===== src/rtl/gc_pkg.sv =====
package gc_pkg;

  typedef logic [31:0] word_t;
  typedef logic [31:0] addr_t;
  typedef logic [23:0] offset_t;
  typedef logic [7:0]  region_t;
  typedef logic [3:0]  reg_idx_t;
  typedef logic [3:0]  opcode_t;
  typedef logic [2:0]  alu_op_t;

  localparam region_t REGION_CODE      = 8'h00;
  localparam region_t REGION_GARBLER   = 8'h01;
  localparam region_t REGION_EVALUATOR = 8'h02;
  localparam region_t REGION_OUT       = 8'h03;
  localparam region_t REGION_STACK     = 8'h04;

  localparam opcode_t ADD  = 4'h0;
  localparam opcode_t SUB  = 4'h1;
  localparam opcode_t AND  = 4'h2;
  localparam opcode_t OR   = 4'h3;
  localparam opcode_t XOR  = 4'h4;
  localparam opcode_t SHL  = 4'h5;
  localparam opcode_t SHR  = 4'h6;
  localparam opcode_t ADDI = 4'h7;
  localparam opcode_t LUI  = 4'h8;
  localparam opcode_t LDW  = 4'h9;
  localparam opcode_t STW  = 4'ha;
  localparam opcode_t STB  = 4'hb;
  localparam opcode_t BEQ  = 4'hc;
  localparam opcode_t BNE  = 4'hd;
  localparam opcode_t HALT = 4'he; // 4'hf executes as a no-op

  localparam alu_op_t ALU_ADD = 3'd0;
  localparam alu_op_t ALU_SUB = 3'd1;
  localparam alu_op_t ALU_AND = 3'd2;
  localparam alu_op_t ALU_OR  = 3'd3;
  localparam alu_op_t ALU_XOR = 3'd4;
  localparam alu_op_t ALU_SHL = 3'd5;
  localparam alu_op_t ALU_SHR = 3'd6;

  typedef struct packed {
    addr_t      addr;
    word_t      wdata;
    logic       we;
    logic [3:0] be;
  } mem_req_t;

  typedef enum logic [1:0] {FETCH, EXEC, HALTED} core_state_t;

endpackage


===== src/rtl/gc_alu.sv =====
`timescale 1ns/1ps

module gc_alu (
  input  gc_pkg::alu_op_t i_op,
  input  gc_pkg::word_t   i_a,
  input  gc_pkg::word_t   i_b,
  output gc_pkg::word_t   o_result,
  output logic            o_equal
);

  logic [4:0] shamt;

  assign shamt = i_b[4:0]; // Low 5 bits only

  always_comb begin
    case (i_op)
      gc_pkg::ALU_ADD: begin
        o_result = i_a + i_b;
      end
      gc_pkg::ALU_SUB: begin
        o_result = i_a - i_b;
      end
      gc_pkg::ALU_AND: begin
        o_result = i_a & i_b;
      end
      gc_pkg::ALU_OR: begin
        o_result = i_a | i_b;
      end
      gc_pkg::ALU_XOR: begin
        o_result = i_a ^ i_b;
      end
      gc_pkg::ALU_SHL: begin
        o_result = i_a << shamt;
      end
      gc_pkg::ALU_SHR: begin
        o_result = i_a >> shamt; // Logical
      end
      default: begin
        o_result = '0;
      end
    endcase
  end

  assign o_equal = (i_a == i_b); // Branch decision

endmodule


===== src/rtl/gc_regfile.sv =====
`timescale 1ns/1ps

module gc_regfile (
  input  logic             clk,
  input  logic             rst,
  input  gc_pkg::reg_idx_t i_rs1,
  input  gc_pkg::reg_idx_t i_rs2,
  input  gc_pkg::reg_idx_t i_rd,
  input  logic             i_we,
  input  gc_pkg::word_t    i_wdata,
  output gc_pkg::word_t    o_rs1_data,
  output gc_pkg::word_t    o_rs2_data
);

  gc_pkg::word_t regs [16];

  always_ff @(posedge clk or posedge rst) begin
    if (rst) begin
      for (int i = 0; i < 16; i++) begin
        regs[i] <= '0;
      end
    end else if (i_we && (i_rd != '0)) begin // r0 stays zero
      regs[i_rd] <= i_wdata;
    end
  end

  assign o_rs1_data = regs[i_rs1];
  assign o_rs2_data = regs[i_rs2];

endmodule


===== src/rtl/gc_core.sv =====
`timescale 1ns/1ps

module gc_core (
  input  logic             clk,
  input  logic             rst,
  input  gc_pkg::word_t    i_rdata,
  output gc_pkg::mem_req_t o_req,
  output logic             o_terminate
);

  gc_pkg::core_state_t state_q;
  gc_pkg::addr_t       pc_q;
  gc_pkg::word_t       instr_q;

  gc_pkg::opcode_t  opcode;
  gc_pkg::reg_idx_t rd;
  gc_pkg::reg_idx_t rs1;
  gc_pkg::reg_idx_t rs2;
  gc_pkg::word_t    imm_sext;
  gc_pkg::word_t    imm_lui;

  gc_pkg::word_t   rs1_data;
  gc_pkg::word_t   rs2_data;
  gc_pkg::alu_op_t alu_op;
  gc_pkg::word_t   alu_a;
  gc_pkg::word_t   alu_b;
  gc_pkg::word_t   alu_result;
  logic            alu_equal;

  logic writes_rd;
  logic is_load;
  logic is_store;
  logic is_halt;
  logic take_branch;
  logic exec;
  logic rf_we;

  gc_pkg::word_t rf_wdata;
  gc_pkg::addr_t branch_target;

  assign opcode   = instr_q[31:28];
  assign rd       = instr_q[27:24];
  assign rs1      = instr_q[23:20];
  assign rs2      = instr_q[19:16];
  assign imm_sext = {{16{instr_q[15]}}, instr_q[15:0]};
  assign imm_lui  = {instr_q[15:0], 16'h0000};

  assign exec = (state_q == gc_pkg::EXEC);

  // Offset in words from the branch's own PC
  assign branch_target = pc_q + {imm_sext[29:0], 2'b00};

  always_comb begin
    alu_op      = gc_pkg::ALU_ADD;
    alu_a       = rs1_data;
    alu_b       = rs2_data;
    writes_rd   = 1'b0;
    is_load     = 1'b0;
    is_store    = 1'b0;
    is_halt     = 1'b0;
    take_branch = 1'b0;
    case (opcode)
      gc_pkg::ADD,
      gc_pkg::SUB,
      gc_pkg::AND,
      gc_pkg::OR,
      gc_pkg::XOR,
      gc_pkg::SHL,
      gc_pkg::SHR: begin
        alu_op    = gc_pkg::alu_op_t'(opcode[2:0]); // R-type codes match ALU select
        writes_rd = 1'b1;
      end
      gc_pkg::ADDI: begin
        alu_b     = imm_sext;
        writes_rd = 1'b1;
      end
      gc_pkg::LUI: begin
        alu_a     = '0;
        alu_b     = imm_lui;
        writes_rd = 1'b1;
      end
      gc_pkg::LDW: begin
        alu_b     = imm_sext; // Address = rs1 + imm
        is_load   = 1'b1;
        writes_rd = 1'b1;
      end
      gc_pkg::STW,
      gc_pkg::STB: begin
        alu_b    = imm_sext;
        is_store = 1'b1;
      end
      gc_pkg::BEQ: begin
        take_branch = alu_equal;
      end
      gc_pkg::BNE: begin
        take_branch = !alu_equal;
      end
      gc_pkg::HALT: begin
        is_halt = 1'b1;
      end
      default: begin
      end
    endcase
  end

  gc_regfile u_gc_regfile (
    .clk        (clk),
    .rst        (rst),
    .i_rs1      (rs1),
    .i_rs2      (rs2),
    .i_rd       (rd),
    .i_we       (rf_we),
    .i_wdata    (rf_wdata),
    .o_rs1_data (rs1_data),
    .o_rs2_data (rs2_data)
  );

  gc_alu u_gc_alu (
    .i_op     (alu_op),
    .i_a      (alu_a),
    .i_b      (alu_b),
    .o_result (alu_result),
    .o_equal  (alu_equal)
  );

  assign rf_we    = exec && writes_rd;
  assign rf_wdata = is_load ? i_rdata : alu_result;

  always_comb begin
    o_req.addr  = pc_q; // Fetch address by default
    o_req.wdata = rs2_data;
    o_req.we    = exec && is_store;
    o_req.be    = '0;
    if (exec && (is_load || is_store)) begin
      o_req.addr = alu_result;
    end
    if (is_store) begin
      o_req.be = (opcode == gc_pkg::STB) ? (4'b0001 << alu_result[1:0]) : 4'b1111;
    end
  end

  always_ff @(posedge clk or posedge rst) begin
    if (rst) begin
      state_q <= gc_pkg::FETCH;
      pc_q    <= '0;
    end else begin
      case (state_q)
        gc_pkg::FETCH: begin
          state_q <= gc_pkg::EXEC;
        end
        gc_pkg::EXEC: begin
          pc_q    <= take_branch ? branch_target : pc_q + 32'd4;
          state_q <= is_halt ? gc_pkg::HALTED : gc_pkg::FETCH;
        end
        default: begin
          state_q <= gc_pkg::HALTED; // Held until reset
        end
      endcase
    end
  end

  always_ff @(posedge clk) begin
    if (state_q == gc_pkg::FETCH) begin
      instr_q <= i_rdata;
    end
  end

  assign o_terminate = (state_q == gc_pkg::HALTED);

endmodule


===== config.mk =====
export PLATFORM = sky130hd
export DESIGN_NAME = gc_core
export DESIGN_NICKNAME = d
export VERILOG_FILES = /design/src/rtl/gc_pkg.sv /design/src/rtl/gc_alu.sv /design/src/rtl/gc_regfile.sv /design/src/rtl/gc_core.sv
export SDC_FILE = /design/constraint.sdc
export NUM_CORES = 2
export LEC_CHECK = 0
export BUFFER_PORTS_ARGS = -buffer_cell sky130_fd_sc_hd__buf_4
export CAP_MARGIN = 20
export CORE_ASPECT_RATIO = 0.5
export CORE_MARGIN = 2
export CORE_UTILIZATION = 25
export CTS_CLUSTER_DIAMETER = 150
export DETAILED_ROUTE_END_ITERATION = 7
export HOLD_SLACK_MARGIN = 0.05
export MAX_ROUTING_LAYER = met4
export SETUP_SLACK_MARGIN = 0.1
export SYNTH_ARGS = -nofsm -noshare
export SYNTH_HDL_FRONTEND = slang
export SYNTH_SLANG_ARGS = --single-unit

===== constraint.sdc =====
create_clock -name clk -period 30.6 [get_ports clk]
set_input_delay 3.06 -clock clk [delete_from_list [all_inputs] [get_ports clk]]
set_output_delay 3.06 -clock clk [all_outputs]
set_load 0.01 [all_outputs]

==> results.md <==
* Status: finished with violations
* Violated checks: DRC
* Area contributors post-synth: dfrtp_1 34%, mux4_2 16%, mux2_2 5.4%
* Max-slew violations at 0
* Most used DFF post-synth: dfrtp_1
* Minimum clock period at 11.58 ns
* Setup CP Type: flop to output pin
* Post-CTS setup buffer count at 0
* Commonest non-fill, non-tap cells in the layout: 544 x dfrtp_1, 507 x nand2_1, 341 x o21ai_0
* Number of antenna violations at the first check in global routing at 8
* Hold path depth at 0
* NumNets Final at 3,967
* Reg2Reg Depth at 28
* Global-route wire length before repair at around 240,000 um
* DRC at 1
* Sequential area share after synthesis at a little under two fifths
* Worst-margin pin slew at roughly 1.2 ns
* Chip height at roughly 290 um
* Mean area per synthesized cell at 10.2 sq um
* CP max stage delay at 0.84 ns
* IO buf count at slightly above 100
* Most Crowded Layer GR: met2
* Row count at ~100
* Post-cts hold buffer count at 0
* Slowest cell on crit path: buf_4
* CTS tree: built
* Clock transition at path regs at 0.07 ns
* Inserted Clock Buffers at 67
* Commonest non-fill, non-tap cell in the layout: dfrtp_1
* Vias in the first global route at 31.9k
* Clock sink count at ~580
* Wire per inst at 27.8 um
* Number of routed nets with antenna violations at 0
* Max-Cap Viols at 0
* Later-pin clock latency in the skew report at roughly 0.65 ns
* Syn Inst Count at a little under 4k
* Highest Clock Rate at ~0.086 GHz
* Boundary Pins at between 100 and 150
* #FFs+latches synth at 576
* Vias per inst at around 5.6
* HP Class: flop to flop
* Die width at 566 um
* FFs w/ async S/R, synth at 94.4%
* Startpoint Class: flop
* Number of enable flip-flop cells after synthesis at 32
* Initial Util at around a quarter
* Synth warn at 0
* RSZ-0062 raised after global routing: no
* Total congestion overflow at 0
* Largest area contributor in the netlist: dfrtp_1
* Met2 usage at 30.2%
* Headroom to the max-slew limit at 19.2%
* Die area at about 0.16 sq mm
* DP HPWL at 119,000 um
* Final setup fails at 0
* Post-synth cell types at about 100
* Crit path required time at 27.54 ns
* CTS H-Tree Depth at 3
* DR pass1 iterations at 8
* P&R area growth vs syn at 13.7%
* GPL Wtd Cong at 1.05
* Sum Neg Setup Slack at 0 ns
* Yosys top cell area share at 34.4%
* Hold WS at 0.391 ns
* Pin count of the biggest net entering global routing at ~110
* Core region area at 0.157 sq mm
* CP most frequent cell: buf_4
* Share of cells above drive strength 1 at 23.8%
* Period utilisation layout at 37.9%
* Top fanout value on the critical path at 51
* CTS Root Buffer Type: clkbuf_16
* Max Root-Sink Buffers at 3
* Met3 Track Usage GR at 4.16%
* DR iter-0 viols at ~4.1k
* Final Hold Vio Count at 0
* Post-Route WL at around 170,000 um
* GRT Util Overall at between 20% and 30%
* Crit path DAT at 8.52 ns
* Clock Skew at 0.0380 ns
* Post_cts resized at 0
* Synthesized area at 0.0395 sq mm
* Grt met1 use at a little over a quarter
* Crit path capture type: output pin
* Mapped Nets at between 4k and 5k
* Critical Path, Cell by Cell: buf_4, buf_4, mux4_2, mux2i_1, nor3_1, nor3_4, buf_4, inv_2, ha_1, inv_1, fa_1, nor3_1, o31ai_1, a21oi_1, o21ai_0, a31oi_1, a2111oi_0, o31ai_1, a221o_1, a211oi_1, a21oi_1, buf_4
* DR vias at 33.7k
## critical path: cells and delay by family, from the launching register on
| family | cells | cell delay (ns) |
|---|---|---|
| and+or+nand+nor | 3 | 0.36 |
| DFF | 1 | 0.33 |
| AOI/OAI and AO/OA | 9 | 3.14 |
| adders and majority gates | 2 | 0.60 |
| muxes | 2 | 0.78 |
| buffers and inverters | 6 | 2.55 |
## final cells by class
class	count	area, sq um
Multi-Input combinational cell	2829	23200
Tap cell	2100	2630
Sequential cell	576	14600
Clock buffer	94	1930
Fill cell	16400	113000
Clock inverter	21	365
Inverter	110	420
Antenna cell	10	25.0
Timing Repair Buffer	235	1840
## cell families after synthesis
logic type / after synthesis / share of synthesized area [%]
DFF: 576 / 36.9
AOI/OAI and AO/OA: 1040 / 17.2
muxes: 580 / 24.2
and+or+nand+nor: 1050 / 12.1
xor gates and xnor gates: 45 / 0.997
buffers and inverters: 466 / 4.89
adders and majority gates: 114 / 3.66
## registers in the layout, indices dropped and copies added, names as in the netlist
name and count:
u_gc_regfile.regs 512, instr_q 32, pc_q 30, state_q 2
## cell usage after synthesis, drive strengths merged, types with 53 or more instances
cell / n
dfrtp: 544
ha: 111
o22ai: 57
o21ai: 403
nor2: 192
nand3: 67
nand2: 519
mux2i: 108
nor3: 53
a21oi: 131
mux2: 193
buf: 103
inv: 110
mux4: 279
clkbuf: 253
## routing by layer
metal | part of all wire, % | vias to the layer above
li1 | - | 14400
met1 | 42 | 17200
met2 | 44 | 1622
met3 | 8.7 | 364
met4 | 5.5 | 0
met5 | 0 | -
## worst paths after layout
path | startpoint | endpoint | slack, ns
max in group asynchronous | rst | u_gc_regfile.regs[447]$_DFFE_PP0P_ | 24.52
worst max register to register | instr_q[16]$_DFFE_PN_ | pc_q[30]$_DFFE_PP0N_ | 21.00
worst min register to register | u_gc_regfile.regs[481]$_DFFE_PP0P_ | u_gc_regfile.regs[481]$_DFFE_PP0P_ | 0.39
worst max-delay path | instr_q[16]$_DFFE_PN_ | o_req[61] | 19.02
min in group asynchronous | rst | u_gc_regfile.regs[176]$_DFFE_PP0P_ | 2.50
worst min-delay path | u_gc_regfile.regs[481]$_DFFE_PP0P_ | u_gc_regfile.regs[481]$_DFFE_PP0P_ | 0.39
## through the flow
step / worst slack [ns] / cell area, sq um / util [%] / instances
CTS: 19.02 / 44800 / 28.5 / 5958
global placement: 19.76 / 42500 / 27.0 / 5841
global route: 18.49 / 45000 / 28.6 / 5972
detailed placement: 19.74 / 42500 / 27.0 / 5843
floorplan: 12.33 / 39500 / - / 3871
finish: 19.02 / 45000 / 28.6 / 5975
Power is left out: the tool's default activity adds up to more than one toggle a clock period on the data nets, which glitch-free logic cannot reach.
